===== src/common/cpu_pkg.sv =====
`default_nettype none

package cpu_pkg;

    typedef logic [15:0] word_t;
    typedef logic [2:0]  reg_idx_t;

    typedef enum logic [2:0] {
        ST_RESET,
        ST_SELECT,
        ST_DECODE_WAIT,
        ST_DECODE,
        ST_COMPUTE_WAIT,
        ST_COMPUTE,
        ST_STORE_ADDR_WAIT,
        ST_STORE_ADDR
    } state_t;

    // dedicated registers
    localparam reg_idx_t REG_SP = 3'd6;
    localparam reg_idx_t REG_IP = 3'd7;

endpackage

`default_nettype wire


===== src/common/isa_pkg.sv =====
`default_nettype none

package isa_pkg;

    // bit 2 of the code marks the ops that write carry
    typedef enum logic [3:0] {
        ALU_ZERO   = 4'h0,
        ALU_LOAD_A = 4'h1,
        ALU_INC    = 4'h2,
        ALU_DEC    = 4'h3,
        ALU_ASL    = 4'h4,
        ALU_LSR    = 4'h5,
        ALU_ROL    = 4'h6,
        ALU_ROR    = 4'h7,
        ALU_OR     = 4'h8,
        ALU_AND    = 4'h9,
        ALU_XOR    = 4'ha,
        ALU_LOAD_B = 4'hb,
        ALU_ADD    = 4'hc,
        ALU_SUB    = 4'hd,
        ALU_ADC    = 4'he,
        ALU_SBB    = 4'hf
    } alu_op_t;

    typedef logic [3:0]        cond_t;   // sense, neg, zero, carry
    typedef logic [7:0]        imm8_t;
    typedef logic signed [4:0] ofs5_t;

    localparam int COND_CARRY = 0;
    localparam int COND_ZERO  = 1;
    localparam int COND_NEG   = 2;
    localparam int COND_SENSE = 3;     // flag must equal this bit

    // opcode patterns with ? on the operand fields
    localparam logic [15:0] PAT_ALU_RR    = 16'b00000???0???????;
    localparam logic [15:0] PAT_ZP_LOAD   = 16'b00101???????????;
    localparam logic [15:0] PAT_ZP_STORE  = 16'b00110???????????;
    localparam logic [15:0] PAT_IDX_LOAD  = 16'b01001???????????;
    localparam logic [15:0] PAT_IDX_STORE = 16'b01010???????????;
    localparam logic [15:0] PAT_DIR_STORE = 16'b0110000000000???;
    localparam logic [15:0] PAT_BRANCH    = 16'b1000????????????;
    localparam logic [15:0] PAT_ALU_IMM   = 16'b11??????????????;

    function automatic alu_op_t rr_op(input logic [15:0] instr);
        return alu_op_t'(instr[6:3]);
    endfunction

    // immediate form only reaches the binary half of the table
    function automatic alu_op_t imm_op(input logic [15:0] instr);
        return alu_op_t'(instr[14:11]);
    endfunction

    function automatic cond_t cond_of(input logic [15:0] instr);
        return instr[11:8];
    endfunction

    function automatic imm8_t imm8_of(input logic [15:0] instr);
        return instr[7:0];
    endfunction

    function automatic ofs5_t ofs5_of(input logic [15:0] instr);
        return instr[7:3];
    endfunction

endpackage

`default_nettype wire


===== src/common/alu_port_if.sv =====
`timescale 1ns/1ns
`default_nettype none

interface alu_port_if;
    import isa_pkg::*;
    import cpu_pkg::*;

    alu_op_t     op;
    word_t       a;
    word_t       b;
    logic        compute;   // flags load on this strobe

    logic [16:0] result;    // bit 16 is carry out
    logic        carry;
    logic        zero;
    logic        neg;

    modport ctl (
        output op, a, b, compute,
        input  result, carry, zero, neg
    );

    modport alu (
        input  op, a, b, compute,
        output result, carry, zero, neg
    );

endinterface

`default_nettype wire


===== src/common/reg_port_if.sv =====
`timescale 1ns/1ns
`default_nettype none

interface reg_port_if;
    import cpu_pkg::*;

    reg_idx_t ra_idx;
    reg_idx_t rb_idx;
    word_t    ra_data;
    word_t    rb_data;

    logic     wr_en;       // main write wins over sp/ip
    reg_idx_t wr_idx;
    word_t    wr_data;

    logic     sp_adj;
    logic     sp_dec;      // 1 = decrement, 0 = increment

    logic     ip_we;
    word_t    ip_data;

    word_t    sp;
    word_t    ip;

    modport ctl (
        output ra_idx, rb_idx, wr_en, wr_idx, wr_data, sp_adj, sp_dec, ip_we, ip_data,
        input  ra_data, rb_data, sp, ip
    );

    modport rf (
        input  ra_idx, rb_idx, wr_en, wr_idx, wr_data, sp_adj, sp_dec, ip_we, ip_data,
        output ra_data, rb_data, sp, ip
    );

endinterface

`default_nettype wire


===== src/control/cpu_control.sv =====
`timescale 1ns/1ns
`default_nettype none

module cpu_control #(
    parameter cpu_pkg::word_t RESET_VECTOR = 16'hf000,
    parameter bit             RAM_WAIT     = 1'b1
) (
    input  logic           clk,
    input  logic           reset,
    input  logic           hold,
    output logic           busy,
    output cpu_pkg::word_t address,
    input  cpu_pkg::word_t data_in,
    output cpu_pkg::word_t data_out,
    output logic           write,
    reg_port_if.ctl        regs,
    alu_port_if.ctl        alu_p
);
    import isa_pkg::*;
    import cpu_pkg::*;

    state_t   state;
    state_t   state_next;
    word_t    opcode;          // instruction latched at decode
    alu_op_t  alu_op;
    alu_op_t  dec_op;

    logic     wb_we;           // registered result write
    reg_idx_t wb_idx;
    word_t    wb_data;

    reg_idx_t dec_a;
    reg_idx_t dec_b;
    reg_idx_t op_a;
    reg_idx_t op_b;

    logic     is_alu_rr;
    logic     is_alu_imm;
    logic     is_zp_load;
    logic     is_zp_store;
    logic     is_idx_load;
    logic     is_idx_store;
    logic     is_dir_store;
    logic     is_branch;
    logic     is_bad;
    logic     dec_is_load;

    cond_t    cond;
    imm8_t    disp;
    ofs5_t    ofs;
    logic     branch_taken;
    word_t    index_base;
    word_t    index_addr;
    word_t    branch_target;

    assign dec_a = data_in[10:8];
    assign dec_b = data_in[2:0];
    assign op_a  = opcode[10:8];   // destination of alu ops
    assign op_b  = opcode[2:0];

    always_comb begin
        is_alu_rr    = 1'b0;
        is_alu_imm   = 1'b0;
        is_zp_load   = 1'b0;
        is_zp_store  = 1'b0;
        is_idx_load  = 1'b0;
        is_idx_store = 1'b0;
        is_dir_store = 1'b0;
        is_branch    = 1'b0;
        is_bad       = 1'b0;
        casez (data_in)
            PAT_ALU_RR:    is_alu_rr    = 1'b1;
            PAT_ALU_IMM:   is_alu_imm   = 1'b1;
            PAT_ZP_LOAD:   is_zp_load   = 1'b1;
            PAT_ZP_STORE:  is_zp_store  = 1'b1;
            PAT_IDX_LOAD:  is_idx_load  = 1'b1;
            PAT_IDX_STORE: is_idx_store = 1'b1;
            PAT_DIR_STORE: is_dir_store = 1'b1;
            PAT_BRANCH:    is_branch    = 1'b1;
            default:       is_bad       = 1'b1;   // re-vector through reset
        endcase
    end

    assign dec_is_load = is_zp_load | is_idx_load;
    assign dec_op = is_alu_imm ? imm_op(data_in) : is_alu_rr ? rr_op(data_in) : ALU_LOAD_B;

    // address generation
    assign ofs           = ofs5_of(data_in);
    assign index_base    = (dec_b == REG_SP) ? regs.sp : regs.rb_data;
    assign index_addr    = index_base + {{11{ofs[4]}}, ofs};
    assign disp          = imm8_of(data_in);
    assign branch_target = regs.ip + {{8{disp[7]}}, disp};   // ip already past the branch

    // empty condition mask means branch always
    assign cond = cond_of(data_in);
    assign branch_taken = (cond[COND_NEG:COND_CARRY] == 3'b000) ||
                          (cond[COND_CARRY] && (cond[COND_SENSE] == alu_p.carry)) ||
                          (cond[COND_ZERO]  && (cond[COND_SENSE] == alu_p.zero)) ||
                          (cond[COND_NEG]   && (cond[COND_SENSE] == alu_p.neg));

    // decode reads from the bus, later states from the latched word
    assign regs.ra_idx = (state == ST_DECODE) ? dec_a : op_a;
    assign regs.rb_idx = (state == ST_DECODE) ? dec_b : op_b;

    assign regs.wr_en   = wb_we;
    assign regs.wr_idx  = wb_idx;
    assign regs.wr_data = wb_data;

    assign regs.sp_adj = (state == ST_DECODE) && (dec_b == REG_SP) &&
                         (is_idx_load || is_idx_store);
    assign regs.sp_dec = is_idx_store;      // push on store, pop on load

    always_comb begin
        regs.ip_we   = 1'b0;
        regs.ip_data = regs.ip + 16'd1;
        case (state)
            ST_RESET: begin
                regs.ip_we   = 1'b1;
                regs.ip_data = RESET_VECTOR;
            end
            ST_SELECT: regs.ip_we = !hold;
            ST_DECODE: begin
                if (is_dir_store) begin
                    regs.ip_we = 1'b1;                  // step over the address word
                end else if (is_branch && branch_taken) begin
                    regs.ip_we   = 1'b1;
                    regs.ip_data = branch_target;
                end
            end
            default: ;
        endcase
    end

    // operand b is the constant, memory data or a register
    assign alu_p.op      = alu_op;
    assign alu_p.a       = regs.ra_data;
    assign alu_p.b       = opcode[15] ? {8'h00, opcode[7:0]} :
                           opcode[11] ? data_in : regs.rb_data;
    assign alu_p.compute = (state == ST_COMPUTE);

    always_comb begin
        state_next = state;
        case (state)
            ST_RESET:       state_next = ST_SELECT;
            ST_SELECT:      if (!hold) state_next = RAM_WAIT ? ST_DECODE_WAIT : ST_DECODE;
            ST_DECODE_WAIT: state_next = ST_DECODE;
            ST_DECODE: begin
                if (is_bad)
                    state_next = ST_RESET;
                else if (is_zp_store || is_idx_store || is_branch)
                    state_next = ST_SELECT;
                else if (is_dir_store)
                    state_next = RAM_WAIT ? ST_STORE_ADDR_WAIT : ST_STORE_ADDR;
                else if (dec_is_load && RAM_WAIT)
                    state_next = ST_COMPUTE_WAIT;
                else
                    state_next = ST_COMPUTE;
            end
            ST_COMPUTE_WAIT:    state_next = ST_COMPUTE;
            ST_COMPUTE:         state_next = ST_SELECT;
            ST_STORE_ADDR_WAIT: state_next = ST_STORE_ADDR;
            ST_STORE_ADDR:      state_next = ST_SELECT;
            default:            state_next = ST_RESET;
        endcase
    end

    always_ff @(posedge clk) begin
        if (reset) begin
            state <= ST_RESET;
            busy  <= 1'b1;
            write <= 1'b0;
            wb_we <= 1'b0;
        end else begin
            state <= state_next;
            if (state == ST_SELECT) busy <= hold;   // low once a fetch goes out
            write <= ((state == ST_DECODE) && (is_zp_store || is_idx_store)) ||
                     (state == ST_STORE_ADDR);
            wb_we <= (state == ST_COMPUTE);
        end
    end

    always_ff @(posedge clk) begin
        case (state)
            ST_SELECT: if (!hold) address <= regs.ip;
            ST_DECODE: begin
                opcode <= data_in;
                alu_op <= dec_op;
                if (is_zp_load || is_zp_store)
                    address <= {8'h00, disp};
                else if (is_idx_load || is_idx_store)
                    address <= index_addr;
                else if (is_dir_store)
                    address <= regs.ip;                 // fetch second word
                if (is_zp_store || is_idx_store || is_dir_store)
                    data_out <= is_dir_store ? regs.rb_data : regs.ra_data;
            end
            ST_STORE_ADDR: address <= data_in;
            ST_COMPUTE: begin
                wb_idx  <= op_a;
                wb_data <= alu_p.result[15:0];
            end
            default: ;
        endcase
    end

endmodule

`default_nettype wire


===== src/alu.sv =====
`timescale 1ns/1ns
`default_nettype none

module alu (
    input logic clk,
    input logic reset,
    alu_port_if.alu port
);
    import isa_pkg::*;
    import cpu_pkg::*;

    logic [16:0] y;
    logic [16:0] ext_a;
    logic [16:0] ext_b;
    logic [16:0] cin;
    logic        c_flag;
    logic        z_flag;
    logic        n_flag;

    assign ext_a = {1'b0, port.a};
    assign ext_b = {1'b0, port.b};
    assign cin   = {16'h0000, c_flag};

    always_comb begin
        case (port.op)
            ALU_ZERO:   y = '0;
            ALU_LOAD_A: y = ext_a;
            ALU_INC:    y = ext_a + 17'd1;
            ALU_DEC:    y = ext_a - 17'd1;
            ALU_ASL:    y = {port.a, 1'b0};
            ALU_LSR:    y = {port.a[0], 1'b0, port.a[15:1]};    // shifted-out bit to carry
            ALU_ROL:    y = {port.a, c_flag};
            ALU_ROR:    y = {port.a[0], c_flag, port.a[15:1]};
            ALU_OR:     y = ext_a | ext_b;
            ALU_AND:    y = ext_a & ext_b;
            ALU_XOR:    y = ext_a ^ ext_b;
            ALU_LOAD_B: y = ext_b;
            ALU_ADD:    y = ext_a + ext_b;
            ALU_SUB:    y = ext_a - ext_b;                       // bit 16 is borrow
            ALU_ADC:    y = ext_a + ext_b + cin;
            ALU_SBB:    y = ext_a - ext_b - cin;
            default:    y = '0;
        endcase
    end

    assign port.result = y;
    assign port.carry  = c_flag;
    assign port.zero   = z_flag;
    assign port.neg    = n_flag;

    always_ff @(posedge clk) begin
        if (reset) begin
            c_flag <= 1'b0;
            z_flag <= 1'b0;
            n_flag <= 1'b0;
        end else if (port.compute) begin
            if (port.op[2]) c_flag <= y[16];     // shift and arithmetic ops only
            z_flag <= (y[15:0] == 16'h0000);
            n_flag <= y[15];
        end
    end

endmodule

`default_nettype wire


===== src/cpu16_top.sv =====
`timescale 1ns/1ns
`default_nettype none

module cpu16_top #(
    parameter cpu_pkg::word_t RESET_VECTOR = 16'hf000,
    parameter bit             RAM_WAIT     = 1'b1
) (
    input  logic           clk,
    input  logic           reset,
    input  logic           hold,
    output logic           busy,
    output cpu_pkg::word_t address,
    input  cpu_pkg::word_t data_in,
    output cpu_pkg::word_t data_out,
    output logic           write
);

    reg_port_if regs_if ();
    alu_port_if alu_if ();

    cpu_control #(
        .RESET_VECTOR (RESET_VECTOR),
        .RAM_WAIT     (RAM_WAIT)
    ) u_control (
        .clk      (clk),
        .reset    (reset),
        .hold     (hold),
        .busy     (busy),
        .address  (address),
        .data_in  (data_in),
        .data_out (data_out),
        .write    (write),
        .regs     (regs_if.ctl),
        .alu_p    (alu_if.ctl)
    );

    reg_file #(
        .RESET_VECTOR (RESET_VECTOR)
    ) u_regs (
        .clk   (clk),
        .reset (reset),
        .port  (regs_if.rf)
    );

    alu u_alu (
        .clk   (clk),
        .reset (reset),
        .port  (alu_if.alu)
    );

endmodule

`default_nettype wire


===== src/reg_file.sv =====
`timescale 1ns/1ns
`default_nettype none

module reg_file #(
    parameter cpu_pkg::word_t RESET_VECTOR = 16'hf000
) (
    input logic clk,
    input logic reset,
    reg_port_if.rf port
);
    import cpu_pkg::*;

    word_t mem [8];

    // asynchronous reads
    assign port.ra_data = mem[port.ra_idx];
    assign port.rb_data = mem[port.rb_idx];
    assign port.sp      = mem[REG_SP];
    assign port.ip      = mem[REG_IP];

    always_ff @(posedge clk) begin
        if (reset) begin
            mem[REG_IP] <= RESET_VECTOR;
        end else begin
            if (port.sp_adj) begin
                mem[REG_SP] <= port.sp_dec ? mem[REG_SP] - 16'd1 : mem[REG_SP] + 16'd1;
            end
            if (port.ip_we) begin
                mem[REG_IP] <= port.ip_data;
            end
            // main write comes last so it overrides sp/ip updates
            if (port.wr_en) begin
                mem[port.wr_idx] <= port.wr_data;
            end
        end
    end

endmodule

`default_nettype wire

===== config.mk =====
export PLATFORM = sky130hd
export DESIGN_NAME = cpu16_top
export DESIGN_NICKNAME = d
export VERILOG_FILES = /design/src/common/cpu_pkg.sv /design/src/common/isa_pkg.sv /design/src/common/alu_port_if.sv /design/src/common/reg_port_if.sv /design/src/control/cpu_control.sv /design/src/alu.sv /design/src/cpu16_top.sv /design/src/reg_file.sv
export SDC_FILE = /design/constraint.sdc
export NUM_CORES = 1
export LEC_CHECK = 0
export ABC_AREA = 1
export BUFFER_PORTS_ARGS = -buffer_cell sky130_fd_sc_hd__clkbuf_2
export CORE_MARGIN = 3
export CORE_UTILIZATION = 38
export CTS_BUF_LIST = sky130_fd_sc_hd__clkbuf_4
export DETAILED_ROUTE_END_ITERATION = 10
export GPL_ROUTABILITY_DRIVEN = 1
export PLACE_DENSITY = 0.52
export REMOVE_ABC_BUFFERS = 1
export SYNTH_ARGS = -nofsm -noshare
export SYNTH_HDL_FRONTEND = slang
export SYNTH_SLANG_ARGS = --single-unit

===== constraint.sdc =====
create_clock -name clk -period 11.5 [get_ports clk]
set_input_delay 1.725 -clock clk [delete_from_list [all_inputs] [get_ports clk]]
set_output_delay 1.725 -clock clk [all_outputs]
set_load 0.01 [all_outputs]

==> metrics.txt, run 1 <==
Syn. warnings 0; Cell Area, Synth 18700 um^2; Reg power frac 35.8%; CTS hold repair buffers 0; largest cells by area after synthesis edfxtp_1 32%, nand2_1 16%, nand3_1 9.1%, ha_1 7.5%, inv_1 6.9%; max cap viols 0; CTS tree built; RSZ-0062 raised after global routing no; worst-case clock skew 0.115 ns; CTS sink cnt 205; initial antenna violation count 3; I/O Buffers 52; Max IR drop VDD 0.0000823 V; ys async rst share 0%; gp weighted congestion 0.982; Initial Util 38.8%; Clock Power Share 28.9%; end of the critical path u_alu.port.zero; P_sw 990 uW; fmax 0.145 GHz; r2r setup slk 5.00 ns; Via-to-Cell Ratio 5.61; Max-slew headroom 18.2%; Post-CTS Setup Bufs 0; Hold WC Path Type flip-flop to flip-flop; ys flop type edfxtp_1; element type at the critical path end flip-flop; final slew viol count 0; Cell Pwr Density 118 nW/um^2; clock-pin slew on the worst setup and hold paths 0.07 ns; first-pass GRT wire length 119000 um; Reg area 6070 um^2; top cells by count, synth 801 x nand2_1, 342 x inv_1, 338 x nand3_1; fraction of layout cells with a size suffix above 1 8.64%; most common cell in the netlist nand2_1; area taken by multi-input logic gates 10800 um^2; Wirelength per Cell 23.3 um; setup TNS 0 ns; setup violators final 0; status finished, final reports clean; fraction of the yosys area taken by sequential cells 32.5%; CTS Root Cell clkbuf_4; critical path launch point data_in[0]; Post-synth EDFFs 196; nets 2914; startpoint types input port; reg2reg end u_alu.port.zero; crit share post-route 60.0%; drt pass-1 iters 11; Layout area overhead 8.40%; synth unique cells 61; cell count after synthesis 2720; largest net degree at the start of global routing 75; Vias 19533; number of routed nets with antenna violations 0; max incr delay on CP 0.66 ns; post-synth top area share 31.5%; CP Class input port to flip-flop; Global Route Usage Sum 30.4%; core area 48100 um^2; DR DRC count 0; CTS resizes 0; slowest stage cell, crit path buf_4; final hold vios 0; Max clock buf depth 3; GRT overflow 0; IO Pins 53; Die Wd 228 um; R2R depth 33; fin util 42.1%; Switching Share 41.3%; R2R Path Start u_control.state[2]; vias in the first global route 18674; Initial DRC Count 1974; filler instances 5191; full die area 51800 um^2; P_leak 0.00934 uW; FP Rows 80; worst-margin pin slew 1.22 ns; Req. time, crit path 12.18 ns; hpwl dp 62300 um; Worst EP arrival 7.58 ns; internal power 1400 uW; CP max FO 74; Synth Register Bits 205; fin crit period 6.90 ns; H-tree Lvls 2; CTS Buf Count 60; Yosys top cell by area edfxtp_1; Avg Inst Size Synth 6.87 um^2; Clk Latency, worst-skew pair 0.86 ns; CP most frequent cell nand2_1; final WL 81000 um; die height 228 um; Comb power frac 35.3%
[through the flow]
stage          area, um^2  setup WS, ns  hold WS [ns]  total power (uW)  std cells
2_1_floorplan       18100          5.59         0.426              1410       2629
6_report            20200          4.60         0.473              2390       3482
5_1_grt             20200          4.24         0.483              2540       3482
3_5_place_dp        19500          4.01         0.452              1690       3371
3_3_place_gp        19500          4.11         0.454              1690       3371
4_1_cts             20200          4.81         0.469              2390       3480
[metal layers]
metal / vias to the layer above / global-route usage, % / wire [um] / share of wire, %
met3: 166 / 5.51 / 6440 / 8.0
met1: 9197 / 39.2 / 33400 / 41
met2: 895 / 49.5 / 37000 / 46
met4: 0 / 14.0 / 4110 / 5.1
li1: 9275 / - / - / -
met5: - / 0 / 0 / 0
[flip-flops by register name (all words and copies together) (netlist names)]
| name | flops |
|---|---|
| u_alu.port.neg | 1 |
| u_control.write | 1 |
| u_control.opcode | 13 |
| u_control.regs.wr_en | 1 |
| u_control.alu_p.op | 4 |
| u_alu.port.zero | 1 |
| u_control.busy | 1 |
| u_control.regs.wr_data | 16 |
| u_control.regs.wr_idx | 3 |
| u_control.address | 16 |
| u_control.data_out | 16 |
| u_alu.port.carry | 1 |
| u_regs.mem | 128 |
| u_control.state | 3 |
[worst max-delay path, delay by kind of cell]
family,cells,cell delay [ns]
buffers and inverters,6,1.38
AOI/OAI and AO/OA,2,0.23
adders and majority gates,2,0.81
and+or+nand+nor,22,3.35
[power groups by stage]
stage / combinational (uW) / clock (uW) / sequential (uW)
after global routing: 927 / 752 / 857
after global placement: 821 / 0 / 873
after CTS: 826 / 709 / 856
after detailed placement: 822 / 0 / 872
after floorplan: 543 / 0 / 864
final: 845 / 692 / 857
[layout by cell type (no fill, tap or decap), types with 43 or more instances in the layout]
| master | netlist | routed |
|---|---|---|
| nor2_1 | 222 | 221 |
| nand2_1 | 801 | 801 |
| clkbuf_4 | 0 | 83 |
| edfxtp_1 | 196 | 196 |
| nand4_1 | 43 | 43 |
| clkbuf_2 | 0 | 52 |
| o21ai_0 | 145 | 144 |
| ha_1 | 112 | 112 |
| inv_1 | 342 | 342 |
| nand3_1 | 338 | 338 |
| a21oi_1 | 137 | 137 |
[worst min-delay path by stage]
stage                         startpoint                        to  slack (ns)  depth (start not counted)
global placement    u_control.opcode[10]  u_control.regs.wr_idx[2]        0.45                          0
finish              u_control.opcode[10]  u_control.regs.wr_idx[2]        0.47                          0
detailed placement  u_control.opcode[10]  u_control.regs.wr_idx[2]        0.45                          0
floorplan           u_control.opcode[10]  u_control.regs.wr_idx[2]        0.43                          0
CTS                 u_control.opcode[10]  u_control.regs.wr_idx[2]        0.47                          0
global route        u_control.opcode[10]  u_control.regs.wr_idx[2]        0.48                          0
[cell families (layout without fill, tap and decap cells)]
kind of cell | count (synthesis) | in the layout | synth area share (%)
AOI/OAI and AO/OA | 417 | 417 | 13.2
xor gates and xnor gates | 34 | 34 | 1.59
adders and majority gates | 118 | 118 | 8.15
buffers and inverters | 444 | 548 | 10.0
DFF | 205 | 205 | 32.5
muxes | 1 | 1 | 0.0536
other | 0 | 2 | 0
and+or+nand+nor | 1501 | 1501 | 34.5
[layout make-up]
class | count | share of cell area [%]
antenna | 2 | 0.0247
clock buffer | 83 | 3.08
clock inverter | 26 | 0.643
inverter | 353 | 6.56
multi-input combinational | 2071 | 53.1
sequential | 205 | 30.0
tap | 656 | 4.05
timing repair buffer | 86 | 2.55
Note: power is estimated with default switching activity, not from simulation.
==> run 2: changes to the inputs <==
PLACE_DENSITY = 0.54   (was 0.52)
clock period = 5.9 ns   (was 11.5 ns; I/O delays follow)
==> run 2 against run 1 <==
Net effect: count of clock-buffer cells in the layout grew 2; die area is the same; final cell count grew 1.8%; via count grew 2.3%; sequential power grew 95%; clock skew shrank 0.043 ns; clock power grew 92%; sequential share of layout area shrank 0.81 points; largest power group is now combinational logic.
==> metrics.txt, run 2 (synthesis gave the netlist of run 1 again) <==
status finished, final reports clean; fraction of layout cells with a size suffix above 1 10.9%; P_leak 0.00969 uW; CTS tree built; Wirelength per Cell 23.8 um; fin crit period 5.46 ns; full die area 51800 um^2; r2r setup slk 0.44 ns; RSZ-0062 raised after global routing no; core area 48100 um^2; critical path launch point u_control.state[2]; final WL 84300 um; Initial Util 38.8%; Cell Pwr Density 229 nW/um^2; IO Pins 53; Via-to-Cell Ratio 5.64; Die Wd 228 um; fmax 0.183 GHz; FP Rows 80; drt pass-1 iters 6; startpoint types flip-flop; max reg flops 128; worst-case clock skew 0.0722 ns; element type at the critical path end flip-flop; Clk Latency, worst-skew pair 0.82 ns; Global Route Usage Sum 31.5%; number of routed nets with antenna violations 0; reg2reg end u_alu.port.zero; Layout area overhead 11.4%; most frequent cells in the layout 801 x nand2_1, 342 x inv_1, 338 x nand3_1, 221 x nor2_1, 196 x edfxtp_1; clock-pin slew on the worst setup and hold paths 0.08 ns; Setup WS post-layout 0.436 ns; Vias 19980; gp weighted congestion 1.03; Req. time, crit path 6.61 ns; Largest Register u_regs.mem; nets 2978; Max-slew headroom 20.9%; I/O Buffers 52; initial antenna violation count 3; R2R Path Start u_control.state[2]; Hold WC Path Type input port to flip-flop; R2R depth 27; max cap viols 0; worst-margin pin slew 1.19 ns; Hold Crit Start data_in[8]; CP max FO 33; hpwl dp 66000 um; final hold vios 0; vias in the first global route 18970; CP Class flip-flop to flip-flop; setup violators final 0; pre-CTS WS 0.325 ns; CTS Buf Count 59; Worst EP arrival 6.17 ns; crit share post-route 92.6%; most common cell after layout, fill and taps aside nand2_1; setup TNS 0 ns; GRT overflow 0; first-pass GRT wire length 123000 um; DR DRC count 0; die height 228 um; CTS Root Cell clkbuf_4; hold depth 1; Max IR drop VDD 0.000138 V; largest net degree at the start of global routing 54; H-tree Lvls 2; Max clock buf depth 3; final slew viol count 0; CTS sink cnt 205; hold path endpoint u_control.opcode[8]; Initial DRC Count 2272
run 2: cell types whose count changed in the layout (fill, tap and decap cells not counted), moves of 2 or more:
cell      before  now
buf_4         34   92
clkbuf_4      83   85
clkinv_8       2    0
clkinv_2       2    5
clkinv_1      23   15
buf_12         0    7
run 2: critical path, stage by stage (launching register included):
cell and delay [ns]:
dfxtp_1 0.36, inv_2 0.21, nand3_4 0.27, nand2_2 0.23, nand2_2 0.12, buf_12 0.18, o21ai_0 0.47, nand3_1 0.24
nand3_1 0.21, nand2_1 0.20, ha_1 0.53, inv_1 0.14, nand2_1 0.09, nand2_1 0.07, a21oi_1 0.34, nand3_1 0.16
nand2_1 0.08, nand2_1 0.17, nor2_1 0.23, buf_4 0.16, nand3_1 0.08, nand3_1 0.10, nand3_1 0.11, nor2_1 0.19
nand2_1 0.07, nor2_1 0.11, nand3_1 0.09, a21oi_1 0.12
run 2: report_power, final:
part | switching (uW) | internal (uW) | leakage (uW)
logic | 1240 | 522 | 0.00739
registers | 43.2 | 1630 | 0.00186
clock network | 668 | 661 | 0.000436
run 2: area by class of cell:
cell class	count	area, um^2
Fill cell	5154	27300
Clock inverter	20	90.1
Antenna cell	2	5.00
Tap cell	656	821
Clock buffer	85	638
Multi-Input combinational cell	2071	10800
Inverter	353	1330
Sequential cell	205	6070
Timing Repair Buffer	151	1090
run 2: metrics by stage:
| stage | instance area [um^2] | cells | util, % | total power, uW | hold slack (ns) |
|---|---|---|---|---|---|
| 2_1_floorplan | 18100 | 2629 | - | 2740 | 0.426 |
| 3_3_place_gp | 20000 | 3432 | 41.6 | 3410 | 0.442 |
| 3_5_place_dp | 20000 | 3432 | 41.6 | 3410 | 0.445 |
| 4_1_cts | 20800 | 3537 | 43.1 | 4750 | 0.263 |
| 5_1_grt | 20800 | 3543 | 43.2 | 5040 | 0.262 |
| 6_report | 20800 | 3543 | 43.2 | 4760 | 0.332 |
run 2: worst max-delay path by stage:
stage | endpoint | depth (start not counted)
2_1_floorplan | u_alu.port.zero | 31
3_3_place_gp | u_alu.port.zero | 27
3_5_place_dp | u_alu.port.zero | 26
4_1_cts | u_alu.port.zero | 26
5_1_grt | u_alu.port.zero | 30
6_report | u_alu.port.zero | 27
run 2: timing repair:
item                                    CTS  global route
gates resized for setup                   0             2
hold buffers                              0             0
setup buffers                             0             4
endpoints found under the hold margin     0             0
endpoints found under the setup margin    0             4
run 2: per-layer routing:
metal	track usage, %	part of all wire (%)	vias up
li1	-	-	9389
met2	50.9	45	1042
met3	5.23	8.5	195
met4	15.3	5.8	2
met5	0	0.020	-
met1	41.0	41	9352
==> run 3: changes to the inputs <==
CORE_UTILIZATION = 40   (was 38)
PLACE_DENSITY = 0.56   (was 0.54)
==> run 3 against run 2 <==
Net effect: flip-flop and latch count unchanged; worst setup slack lost 0.14 ns; clock skew shrank 0.017 ns; largest power group unchanged.
==> metrics.txt, run 3 (synthesis gave the netlist of run 1 again) <==
fin util 45.7%; drt pass-1 iters 6; Wirelength per Cell 24.1 um; number of routed nets with antenna violations 0; Req. time, crit path 6.62 ns; CTS hold repair buffers 0; status finished, final reports clean; most frequent cells in the layout 800 x nand2_1, 342 x inv_1, 338 x nand3_1, 221 x nor2_1, 196 x edfxtp_1; GRT overflow 0; max reg flops 128; final WL 84600 um; IO Pins 53; filler instances 4793; H-tree Lvls 2; setup TNS 0 ns; Vias 20290; reg2reg end u_alu.port.zero; Hold Crit Start data_in[8]; crit share post-route 95.0%; Hold WC Path Type input port to flip-flop; most common cell after layout, fill and taps aside nand2_1; die height 222 um; worst-margin pin slew 1.24 ns; Clk Latency, worst-skew pair 0.83 ns; CP most frequent cell nand3_1; CP max FO 15; R2R depth 25; slowest stage cell, crit path ha_2; crit-path leading delay family simple AND/OR/NAND/NOR gates; largest net degree at the start of global routing 52; Max IR drop VDD 0.000122 V; DR DRC count 0; fraction of layout cells with a size suffix above 1 11.5%; first-pass GRT wire length 123000 um; vias in the first global route 18874; CP Class flip-flop to flip-flop; FP Rows 78; Cell Pwr Density 233 nW/um^2; worst-case clock skew 0.0552 ns; hpwl dp 66800 um; CTS Buf Count 61; final slew viol count 0; max incr delay on CP 0.56 ns; r2r setup slk 0.30 ns; Initial DRC Count 2439; startpoint types flip-flop; setup violators final 0; core area 45800 um^2; Setup WS post-layout 0.296 ns; RSZ-0062 raised after global routing no; Initial Util 40.8%; CTS Root Cell clkbuf_4; Via-to-Cell Ratio 5.79; nets 2992; max cap viols 0; element type at the critical path end flip-flop; CTS tree built; CTS sink cnt 205; crit path buf inv count 1; final non-filler cell total 3507; Max clock buf depth 3; gp weighted congestion 1.03; Largest Register u_regs.mem; Global Route Usage Sum 33.2%; initial antenna violation count 2; fin crit period 5.60 ns; Worst EP arrival 6.32 ns; pre-CTS WS 0.126 ns; Max-slew headroom 17.6%; Layout area overhead 12.0%; P_leak 0.00978 uW; R2R Path Start u_control.state[1]; fmax 0.178 GHz; final hold vios 0; hold depth 1; full die area 49300 um^2; clock-pin slew on the worst setup and hold paths 0.07 ns; Die Wd 222 um; hold path endpoint u_control.opcode[8]; I/O Buffers 52; placed cells 3391
[run 3: changes by cell type in the layout (fill, tap and decap cells not counted), moves of 3 or more]
cell      before  now
buf_4         92  103
clkbuf_4      85   92
ha_1         112  109
ha_2           0    3
[run 3: worst max-delay path by stage]
stage,startpoint,endpoint,slack [ns],cells past startpoint
after floorplan,data_in[0],u_alu.port.zero,0.83,31
after global placement,data_in[9],u_alu.port.zero,0.16,27
after detailed placement,data_in[8],u_alu.port.zero,0.13,27
after CTS,u_control.state[1],u_alu.port.zero,0.37,29
after global routing,u_control.state[1],u_alu.port.zero,0.009,30
final,u_control.state[1],u_alu.port.zero,0.30,25
[run 3: metal layers]
layer	global-route usage, %	up-vias	wire [um]
met4	18.7	0	5430
met5	0	-	0
li1	-	9433	-
met1	43.2	9492	34000
met3	5.15	218	7440
met2	52.6	1147	37800
[run 3: power by group]
part           internal [uW]  switching (uW)
sequential              1630            42.4
combinational            550            1260
clock                    712             689
total                   2890            1990
[run 3: final cells by class]
| cell class | count | area (um^2) | area share [%] |
|---|---|---|---|
| Clock buffer | 92 | 691 | 3.30 |
| Tap cell | 600 | 751 | 3.59 |
| Timing Repair Buffer | 163 | 1180 | 5.67 |
| Clock inverter | 20 | 90.1 | 0.431 |
| Antenna cell | 3 | 7.51 | 0.0359 |
| Inverter | 353 | 1330 | 6.35 |
| Multi-Input combinational cell | 2071 | 10800 | 51.6 |
| Sequential cell | 205 | 6070 | 29.0 |
[run 3: stage by stage]
stage               cell area, um^2  power [uW]  hold WS [ns]
finish                        20900        4880         0.364
global route                  20900        5140         0.326
CTS                           20900        4860         0.312
detailed placement            20100        3440         0.454
global placement              20100        3450         0.442
floorplan                     18100        2740         0.426
[run 3: what timing repair did]
item | 4_1_cts | 5_1_grt
resized for setup | 0 | 8
setup buffers | 0 | 1
setup endpoints to repair | 0 | 3
